--- src/logic/psCfgPkg.sv ---
// ----------------------------------------------------------
// Power-supply configuration shared definitions
// Host command codes, flash operation kind and the tick
// counter width used by the UFM sequencer
// ----------------------------------------------------------
`default_nettype none

package psCfgPkg;

    // ----------------------------------------------------------
    // Host command byte
    // ----------------------------------------------------------
    typedef logic [7:0] cmdByte_t;

    // Read back the stored mode bit
    localparam cmdByte_t CmdReadCfg = 8'hB0;

    // Upper seven bits of a write command
    // Bit 0 of the byte holds the inverted mode bit
    localparam logic [6:0] CmdWriteCfgPrefix = 7'h50;

    // ----------------------------------------------------------
    // Flash operation kind
    // ----------------------------------------------------------
    typedef enum logic {
        OpRead  = 1'b0,
        OpWrite = 1'b1
    } opKind_t;

    // ----------------------------------------------------------
    // Tick counter
    // ----------------------------------------------------------
    // Production write runs past 1000 ticks, so 16 bits
    typedef logic [15:0] tickCount_t;

endpackage

`default_nettype wire

--- src/logic/psCmdMonitor.sv ---
// ----------------------------------------------------------
// Host command monitor
// Watches the host command byte on each 1 ms tick and turns
// a changed read or write code into a flash request
// ----------------------------------------------------------
`timescale 1ns/1ps
`default_nettype none

module psCmdMonitor
    import psCfgPkg::*;
(
    input  logic     CLK32768,
    input  logic     ResetN,
    input  logic     tick_i,
    input  cmdByte_t cmd_i,
    input  logic     promBusy_i,
    input  logic     reqAck_i,
    output logic     reqValid_o,
    output opKind_t  reqKind_o,
    output logic     reqBit_o
);

    // Last command byte acted on
    cmdByte_t lastCmd;

    logic pending;
    logic isRead;
    logic isWrite;
    logic sample;
    logic issue;

    // Handshake still open on either phase
    assign pending = reqValid_o | reqAck_i;

    // Command decode
    assign isRead  = (cmd_i == CmdReadCfg);
    assign isWrite = (cmd_i[7:1] == CmdWriteCfgPrefix);

    // Only a changed byte counts, and only when nothing is in flight
    assign sample = tick_i & ~pending & ~promBusy_i & (cmd_i != lastCmd);
    // Unknown bytes only refresh the stored copy
    assign issue  = sample & (isRead | isWrite);

    // ----------------------------------------------------------
    // Request handshake and stored command
    // ----------------------------------------------------------
    always_ff @(posedge CLK32768 or negedge ResetN) begin
        if (!ResetN) begin
            lastCmd    <= '0;
            reqValid_o <= 1'b0;
        end else if (tick_i) begin
            // Holder has the payload, release the request
            if (reqValid_o && reqAck_i) begin
                reqValid_o <= 1'b0;
            end else if (issue) begin
                reqValid_o <= 1'b1;
            end
            if (sample) begin
                lastCmd <= cmd_i;
            end
        end
    end

    // Payload stays stable while the request is up
    always_ff @(posedge CLK32768) begin
        if (issue) begin
            reqKind_o <= isWrite ? OpWrite : OpRead;
            // Write carries the inverse of bit 0
            reqBit_o  <= ~cmd_i[0];
        end
    end

endmodule

`default_nettype wire

--- src/logic/psReqHolder.sv ---
// ----------------------------------------------------------
// One-entry request holder
// Takes a request from the command monitor and offers it to
// the flash sequencer, one handshake on each side
// ----------------------------------------------------------
`timescale 1ns/1ps
`default_nettype none

module psReqHolder
    import psCfgPkg::*;
(
    input  logic    CLK32768,
    input  logic    ResetN,
    input  logic    reqValid_i,
    input  opKind_t reqKind_i,
    input  logic    reqBit_i,
    input  logic    opAck_i,
    output logic    reqAck_o,
    output logic    opValid_o,
    output opKind_t opKind_o,
    output logic    opBit_o
);

    logic full;
    logic accept;
    logic take;

    // Store only when empty and the previous ack is gone
    assign accept = reqValid_i & ~reqAck_o & ~full;
    // Sequencer has started the operation
    assign take   = opValid_o & opAck_i;

    always_ff @(posedge CLK32768 or negedge ResetN) begin
        if (!ResetN) begin
            full      <= 1'b0;
            reqAck_o  <= 1'b0;
            opValid_o <= 1'b0;
        end else begin
            // Monitor side
            if (accept) begin
                reqAck_o <= 1'b1;
            end else if (reqAck_o && !reqValid_i) begin
                reqAck_o <= 1'b0;
            end

            // Entry state
            if (accept) begin
                full <= 1'b1;
            end else if (take) begin
                full <= 1'b0;
            end

            // Sequencer side, wait for the old ack to drop first
            if (take) begin
                opValid_o <= 1'b0;
            end else if (full && !opValid_o && !opAck_i) begin
                opValid_o <= 1'b1;
            end
        end
    end

    // Stored request
    always_ff @(posedge CLK32768) begin
        if (accept) begin
            opKind_o <= reqKind_i;
            opBit_o  <= reqBit_i;
        end
    end

endmodule

`default_nettype wire

--- src/logic/psPromSequencer.sv ---
// ----------------------------------------------------------
// UFM flash sequencer
// Runs the tick-paced write or read sequence on the flash
// request and pulse lines, and drives the configuration bit
// ----------------------------------------------------------
`timescale 1ns/1ps
`default_nettype none

module psPromSequencer
    import psCfgPkg::*;
#(
    // Write sequence, in ticks after the request rises
    parameter tickCount_t WrStart = 16'd2,
    parameter tickCount_t WrEnd   = 16'd6,
    parameter tickCount_t RbStart = 16'd8,
    parameter tickCount_t RbEnd   = 16'd9,
    parameter tickCount_t WrDone  = 16'd11,
    // Read sequence
    parameter tickCount_t RdStart = 16'd2,
    parameter tickCount_t RdEnd   = 16'd4,
    parameter tickCount_t RdDone  = 16'd6
) (
    input  logic    CLK32768,
    input  logic    ResetN,
    input  logic    tick_i,
    input  logic    opValid_i,
    input  opKind_t opKind_i,
    input  logic    opBit_i,
    input  logic    cfgRdBit_i,
    output logic    opAck_o,
    output logic    promReq_o,
    output logic    rdPulse_o,
    output logic    wrPulse_o,
    output logic    cfgBit_o
);

    typedef enum logic [1:0] {
        SeqIdle  = 2'd0,
        SeqWrite = 2'd1,
        SeqRead  = 2'd2
    } seqState_t;

    seqState_t  state;
    // Number of the coming tick within the sequence
    tickCount_t tickCnt;

    // ----------------------------------------------------------
    // Sequence FSM
    // ----------------------------------------------------------
    always_ff @(posedge CLK32768 or negedge ResetN) begin
        if (!ResetN) begin
            state     <= SeqIdle;
            tickCnt   <= '0;
            opAck_o   <= 1'b0;
            promReq_o <= 1'b0;
            rdPulse_o <= 1'b0;
            wrPulse_o <= 1'b0;
            cfgBit_o  <= 1'b0;
        end else if (tick_i) begin
            // Close the handshake once the holder has let go
            if (opAck_o && !opValid_i) begin
                opAck_o <= 1'b0;
            end

            case (state)
                SeqIdle: begin
                    cfgBit_o <= cfgRdBit_i;
                    // Tick 0 of a new operation
                    if (opValid_i && !opAck_o) begin
                        opAck_o   <= 1'b1;
                        promReq_o <= 1'b1;
                        tickCnt   <= 16'd1;
                        if (opKind_i == OpWrite) begin
                            state    <= SeqWrite;
                            // Bit under write shows on the output at once
                            cfgBit_o <= opBit_i;
                        end else begin
                            state <= SeqRead;
                        end
                    end
                end

                SeqWrite: begin
                    tickCnt <= tickCnt + 16'd1;
                    // Program pulse
                    if (tickCnt == WrStart) wrPulse_o <= 1'b1;
                    if (tickCnt == WrEnd)   wrPulse_o <= 1'b0;
                    // Read-back pulse
                    if (tickCnt == RbStart) rdPulse_o <= 1'b1;
                    if (tickCnt == RbEnd)   rdPulse_o <= 1'b0;
                    if (tickCnt == WrDone) begin
                        promReq_o <= 1'b0;
                        wrPulse_o <= 1'b0;
                        rdPulse_o <= 1'b0;
                        cfgBit_o  <= cfgRdBit_i;
                        state     <= SeqIdle;
                    end
                end

                SeqRead: begin
                    tickCnt  <= tickCnt + 16'd1;
                    // Flash value passes through during a read
                    cfgBit_o <= cfgRdBit_i;
                    if (tickCnt == RdStart) rdPulse_o <= 1'b1;
                    if (tickCnt == RdEnd)   rdPulse_o <= 1'b0;
                    if (tickCnt == RdDone) begin
                        promReq_o <= 1'b0;
                        rdPulse_o <= 1'b0;
                        state     <= SeqIdle;
                    end
                end

                default: begin
                    state <= SeqIdle;
                end
            endcase
        end
    end

endmodule

`default_nettype wire

--- src/logic/psCfgTop.sv ---
// ----------------------------------------------------------
// Power-supply configuration top level
// Command monitor, request holder and flash sequencer,
// with the sequence timing set here
// ----------------------------------------------------------
`timescale 1ns/1ps
`default_nettype none

module psCfgTop
    import psCfgPkg::*;
#(
    // Short defaults for simulation
    // Production uses 32, 1047, 1063, 1079, 1095 and 32, 48, 100
    parameter tickCount_t WrStart = 16'd2,
    parameter tickCount_t WrEnd   = 16'd6,
    parameter tickCount_t RbStart = 16'd8,
    parameter tickCount_t RbEnd   = 16'd9,
    parameter tickCount_t WrDone  = 16'd11,
    parameter tickCount_t RdStart = 16'd2,
    parameter tickCount_t RdEnd   = 16'd4,
    parameter tickCount_t RdDone  = 16'd6
) (
    input  logic     CLK32768,
    input  logic     ResetN,
    input  logic     tick_i,
    input  cmdByte_t cmd_i,
    input  logic     promBusy_i,
    input  logic     cfgRdBit_i,
    output logic     promReq_o,
    output logic     rdPulse_o,
    output logic     wrPulse_o,
    output logic     cfgBit_o
);

    // Monitor to holder
    logic    reqValid;
    logic    reqAck;
    opKind_t reqKind;
    logic    reqBit;

    // Holder to sequencer
    logic    opValid;
    logic    opAck;
    opKind_t opKind;
    logic    opBit;

    psCmdMonitor psCmdMonitor_i (
        .CLK32768   (CLK32768),
        .ResetN     (ResetN),
        .tick_i     (tick_i),
        .cmd_i      (cmd_i),
        .promBusy_i (promBusy_i),
        .reqAck_i   (reqAck),
        .reqValid_o (reqValid),
        .reqKind_o  (reqKind),
        .reqBit_o   (reqBit)
    );

    psReqHolder psReqHolder_i (
        .CLK32768   (CLK32768),
        .ResetN     (ResetN),
        .reqValid_i (reqValid),
        .reqKind_i  (reqKind),
        .reqBit_i   (reqBit),
        .opAck_i    (opAck),
        .reqAck_o   (reqAck),
        .opValid_o  (opValid),
        .opKind_o   (opKind),
        .opBit_o    (opBit)
    );

    psPromSequencer #(
        .WrStart (WrStart),
        .WrEnd   (WrEnd),
        .RbStart (RbStart),
        .RbEnd   (RbEnd),
        .WrDone  (WrDone),
        .RdStart (RdStart),
        .RdEnd   (RdEnd),
        .RdDone  (RdDone)
    ) psPromSequencer_i (
        .CLK32768   (CLK32768),
        .ResetN     (ResetN),
        .tick_i     (tick_i),
        .opValid_i  (opValid),
        .opKind_i   (opKind),
        .opBit_i    (opBit),
        .cfgRdBit_i (cfgRdBit_i),
        .opAck_o    (opAck),
        .promReq_o  (promReq_o),
        .rdPulse_o  (rdPulse_o),
        .wrPulse_o  (wrPulse_o),
        .cfgBit_o   (cfgBit_o)
    );

endmodule

`default_nettype wire

--- config.mk ---
export PLATFORM = sky130hd
export DESIGN_NAME = psCfgTop
export DESIGN_NICKNAME = d
export VERILOG_FILES = /design/src/logic/psCfgPkg.sv /design/src/logic/psCmdMonitor.sv /design/src/logic/psReqHolder.sv /design/src/logic/psPromSequencer.sv /design/src/logic/psCfgTop.sv
export SDC_FILE = /design/constraint.sdc
export NUM_CORES = 1
export LEC_CHECK = 0
export ABC_AREA = 1
export BUFFER_PORTS_ARGS = -buffer_cell sky130_fd_sc_hd__buf_2
export CAP_MARGIN = 20
export CORE_AREA = 2 2 102 75
export CTS_CLUSTER_SIZE = 25
export DETAILED_ROUTE_END_ITERATION = 16
export DIE_AREA = 0 0 104 77
export REMOVE_ABC_BUFFERS = 1
export SLEW_MARGIN = 30
export SYNTH_ARGS = -nofsm -noshare
export SYNTH_HDL_FRONTEND = slang
export SYNTH_HIERARCHICAL = 1
export SYNTH_SLANG_ARGS = --single-unit
--- constraint.sdc ---
create_clock -name CLK32768 -period 4.89 [get_ports CLK32768]
set_clock_uncertainty 0.1 [all_clocks]
set_input_delay 1.2225 -clock CLK32768 [delete_from_list [all_inputs] [get_ports CLK32768]]
set_output_delay 1.2225 -clock CLK32768 [all_outputs]
set_load 0.05 [all_outputs]
==> impl_results.md <==
- Max_cap viols: 0
- Setup TNS: 0 ps
- Crit path required time: approximately 4800 ps
- Ports: 17
- Die Ht: roughly 77 um
- Initial antenna violation count: 0
- Distinct cells, synth: 31
- First-pass GRT wire length: 8.47 mm
- Flops & latches, synth: 39
- GRT overflow: 0
- Crit path max fanout: 10
- Clk buf depth: 2
- Crit Path Class: in -> reg
- Final Cell Area: between 2000 and 3000 sq um
- FP Rows: 26
- Sw Pwr: around 0.00051 W
- Vias in the first global route: between 1500 and 2000
- Number of CTS-inserted buffers: 5
- P per Cell Area: 463 nW/um^2
- Final Cycle Share: a little under half
- Rel. slew slack: between 40% and 50%
- Clk_lat worst skew: about 290 ps
- Area Growth Syn to Fin: 13.7%
- Mapped Area: about 2400 sq um
- Int Power: approximately 0.00075 W
- Endpoints failing setup: 0
- Gate count of the mapped netlist: between 300 and 400
- GRT Overall Usage: approximately an eighth
- Combinational power share: about 38%
- Final nets: between 300 and 400
- WP data arrival: approximately 2200 ps
- Ys Warns: 6
- Largest net degree at the start of global routing: 36
- Final hold violations: 0
- Sequential area share after synthesis: a little over two fifths
- Post-synth EDFFs: 4
- Filler cell count: between 700 and 800
- Via density: about 4.5
- Num Clock Sinks: 39
- CP Capture Type: flop
- CP startpoint kind: input port
- CTS tree: done
- Die area: between 8000 and 9000 sq um
- Number of diodes: 0
- Worst Tran Pin Value: approximately 810 ps
- Mapped Avg Cell Area: between 7 and 8 sq um
- # DRC: 0
- Post-synth top flop: dfrtp_1
- Peak supply drop: between 150 and 200 uV
- FMAX: about 430 MHz
- DR vias: 2003
- Initial core utilization: between 30% and 40%
- Pleak: ~1.4 nW
- Max Slew Vio Count: 0
- IO Port Bufs: 16
- Clock Power Share: 25.7%
- Min-Delay Path Class: reg -> reg
- Flop pwr share: 36.7%
- Status: completed
- Post-CTS Setup Inserts: 0
- Die X: 104 um
- Hold buffers post-CTS: 0
- Drt first pass iters: 4
- Layout cells sized above 1: about an eighth
- Root buf cell: clkbuf_8
- DR WL/cell: roughly 10 um
- Clock transition at path regs: about 80 ps
- Core box area: roughly 7000 sq um
- Share of flip-flops with an asynchronous set or reset: 89.7%
- 1st-iter DRT viols: 76
- Minimum clock period: approximately 2300 ps
- HPWL Detailed: between 3 and 4 mm
- Sw Share: 40.2%
- Post-placement cell area: 2580 sq um
- Post-CTS sizing: 0
- Final WL: around 4.7 mm
- RePlAce Congestion: between 0.8 and 0.9
- Antenna viol nets, final: 0
- Htree depth: 2
- RSZ-0062 raised after global routing: no
## power by group through the flow
stage / clock (W) / sequential (W) / combinational (W)
6_report: 0.000323 / 0.000462 / 0.000474
4_1_cts: 0.000332 / 0.000462 / 0.000480
5_1_grt: 0.000345 / 0.000473 / 0.000546
3_5_place_dp: 0 / 0.000469 / 0.000478
2_1_floorplan: 0 / 0.000500 / 0.000332
3_3_place_gp: 0 / 0.000465 / 0.000472
## cell usage in the layout, fill, tap and decap left out, types with 2 or more instances in the layout
cell type / Yosys / routed
bufinv_16: 0 / 2
edfxtp_1: 4 / 4
ha_1: 8 / 8
nand2_1: 96 / 96
o21ai_1: 2 / 2
a21oi_1: 7 / 7
nor2_1: 45 / 45
nor2_2: 4 / 4
nand2_2: 4 / 4
clkbuf_8: 0 / 5
nand3_1: 32 / 32
inv_1: 49 / 49
nand2_4: 3 / 3
dfrtp_1: 35 / 35
nor3_1: 5 / 5
buf_2: 1 / 16
xnor2_1: 3 / 3
o21ai_0: 13 / 13
nand4_1: 4 / 4
## critical path, cell delays in order
cell	delay, ps
buf_2	160
inv_1	90
nor4_4	450
nand3_1	170
inv_1	110
## metrics by stage
step                hold slack, ps  total power [W]  std cells  worst slack [ps]  utilization [%]
floorplan                      300         0.000831        327              2580                -
global placement               310         0.000937        441              2270             36.7
detailed placement             313         0.000947        441              2250             36.7
CTS                            334          0.00127        449              2570             38.7
global route                   349          0.00137        449              2450             38.7
finish                         327          0.00126        449              2590             38.7
## cell usage after synthesis, types with 4 or more instances
library cell	n	area, sq um
o21ai_0	13	65.1
nor2_1	45	169
nand3_1	32	160
nand2_1	96	360
nand4_1	4	25.0
inv_1	49	184
edfxtp_1	4	120
nand2_2	4	25.0
nor2_2	4	25.0
dfrtp_1	35	876
a21oi_1	7	35.0
ha_1	8	100
nor3_1	5	25.0
## sequential cells by signal, indices dropped and copies added (netlist names)
| name | cells |
|---|---|
| psReqHolder_i/opKind_o | 1 |
| psPromSequencer_i/cfgBit_o | 1 |
| psCmdMonitor_i/reqBit_o | 1 |
| psReqHolder_i/opValid_o | 1 |
| psPromSequencer_i/opAck_o | 1 |
| psPromSequencer_i/promReq_o | 1 |
| psPromSequencer_i/rdPulse_o | 1 |
| psCmdMonitor_i/lastCmd | 8 |
| psPromSequencer_i/wrPulse_o | 1 |
| psCmdMonitor_i/reqKind_o | 1 |
| psReqHolder_i/opBit_o | 1 |
| psPromSequencer_i/tickCnt | 16 |
| psReqHolder_i/full | 1 |
| psReqHolder_i/reqAck_o | 1 |
| psPromSequencer_i/state | 2 |
| psCmdMonitor_i/reqValid_o | 1 |
## logic make-up after synthesis
family	synth area share, %
buf+inv	8.63
xor+xnor	1.10
compound gates	5.86
fa+ha+maj	4.19
flops	41.7
simple gates	38.6
## path summary, 6_finish.rpt
check	from	end	slack, ps	depth (start not counted)
setup / recovery	tick_i	psCmdMonitor_i/reqKind_o$_DFFE_PP_	2590	5
hold / removal	psCmdMonitor_i/reqBit_o$_DFFE_PP_	psReqHolder_i/opBit_o$_DFFE_PP_	330	0
setup reg to reg	psPromSequencer_i/state[0]$_DFFE_PN0P_	psPromSequencer_i/tickCnt[7]$_DFFE_PN0P_	2980	9
hold reg to reg	psCmdMonitor_i/reqBit_o$_DFFE_PP_	psReqHolder_i/opBit_o$_DFFE_PP_	330	0
max in group asynchronous	ResetN	psPromSequencer_i/tickCnt[2]$_DFFE_PN0P_	3260	1
min in group asynchronous	ResetN	psCmdMonitor_i/lastCmd[2]$_DFFE_PN0P_	920	1
## cell type report
cell class | count | area [sq um] | share of cell area [%]
Multi-Input combinational cell | 237 | 1190 | 43.7
Inverter | 51 | 194 | 7.14
Timing Repair Buffer | 16 | 80.1 | 2.95
Sequential cell | 39 | 996 | 36.6
Clock inverter | 3 | 67.6 | 2.49
Clock buffer | 5 | 68.8 | 2.53
Tap cell | 98 | 123 | 4.51
## routing by layer
| metal | vias up | GRT usage, % | wire length, um |
|---|---|---|---|
| li1 | 1070 | - | - |
| met1 | 893 | 19.0 | 2580 |
| met2 | 37 | 19.2 | 1880 |
| met3 | 3 | 3.06 | 206 |
| met4 | 0 | 3.24 | 17 |
| met5 | - | 0 | 0 |
(Power assumes the default switching activity.)
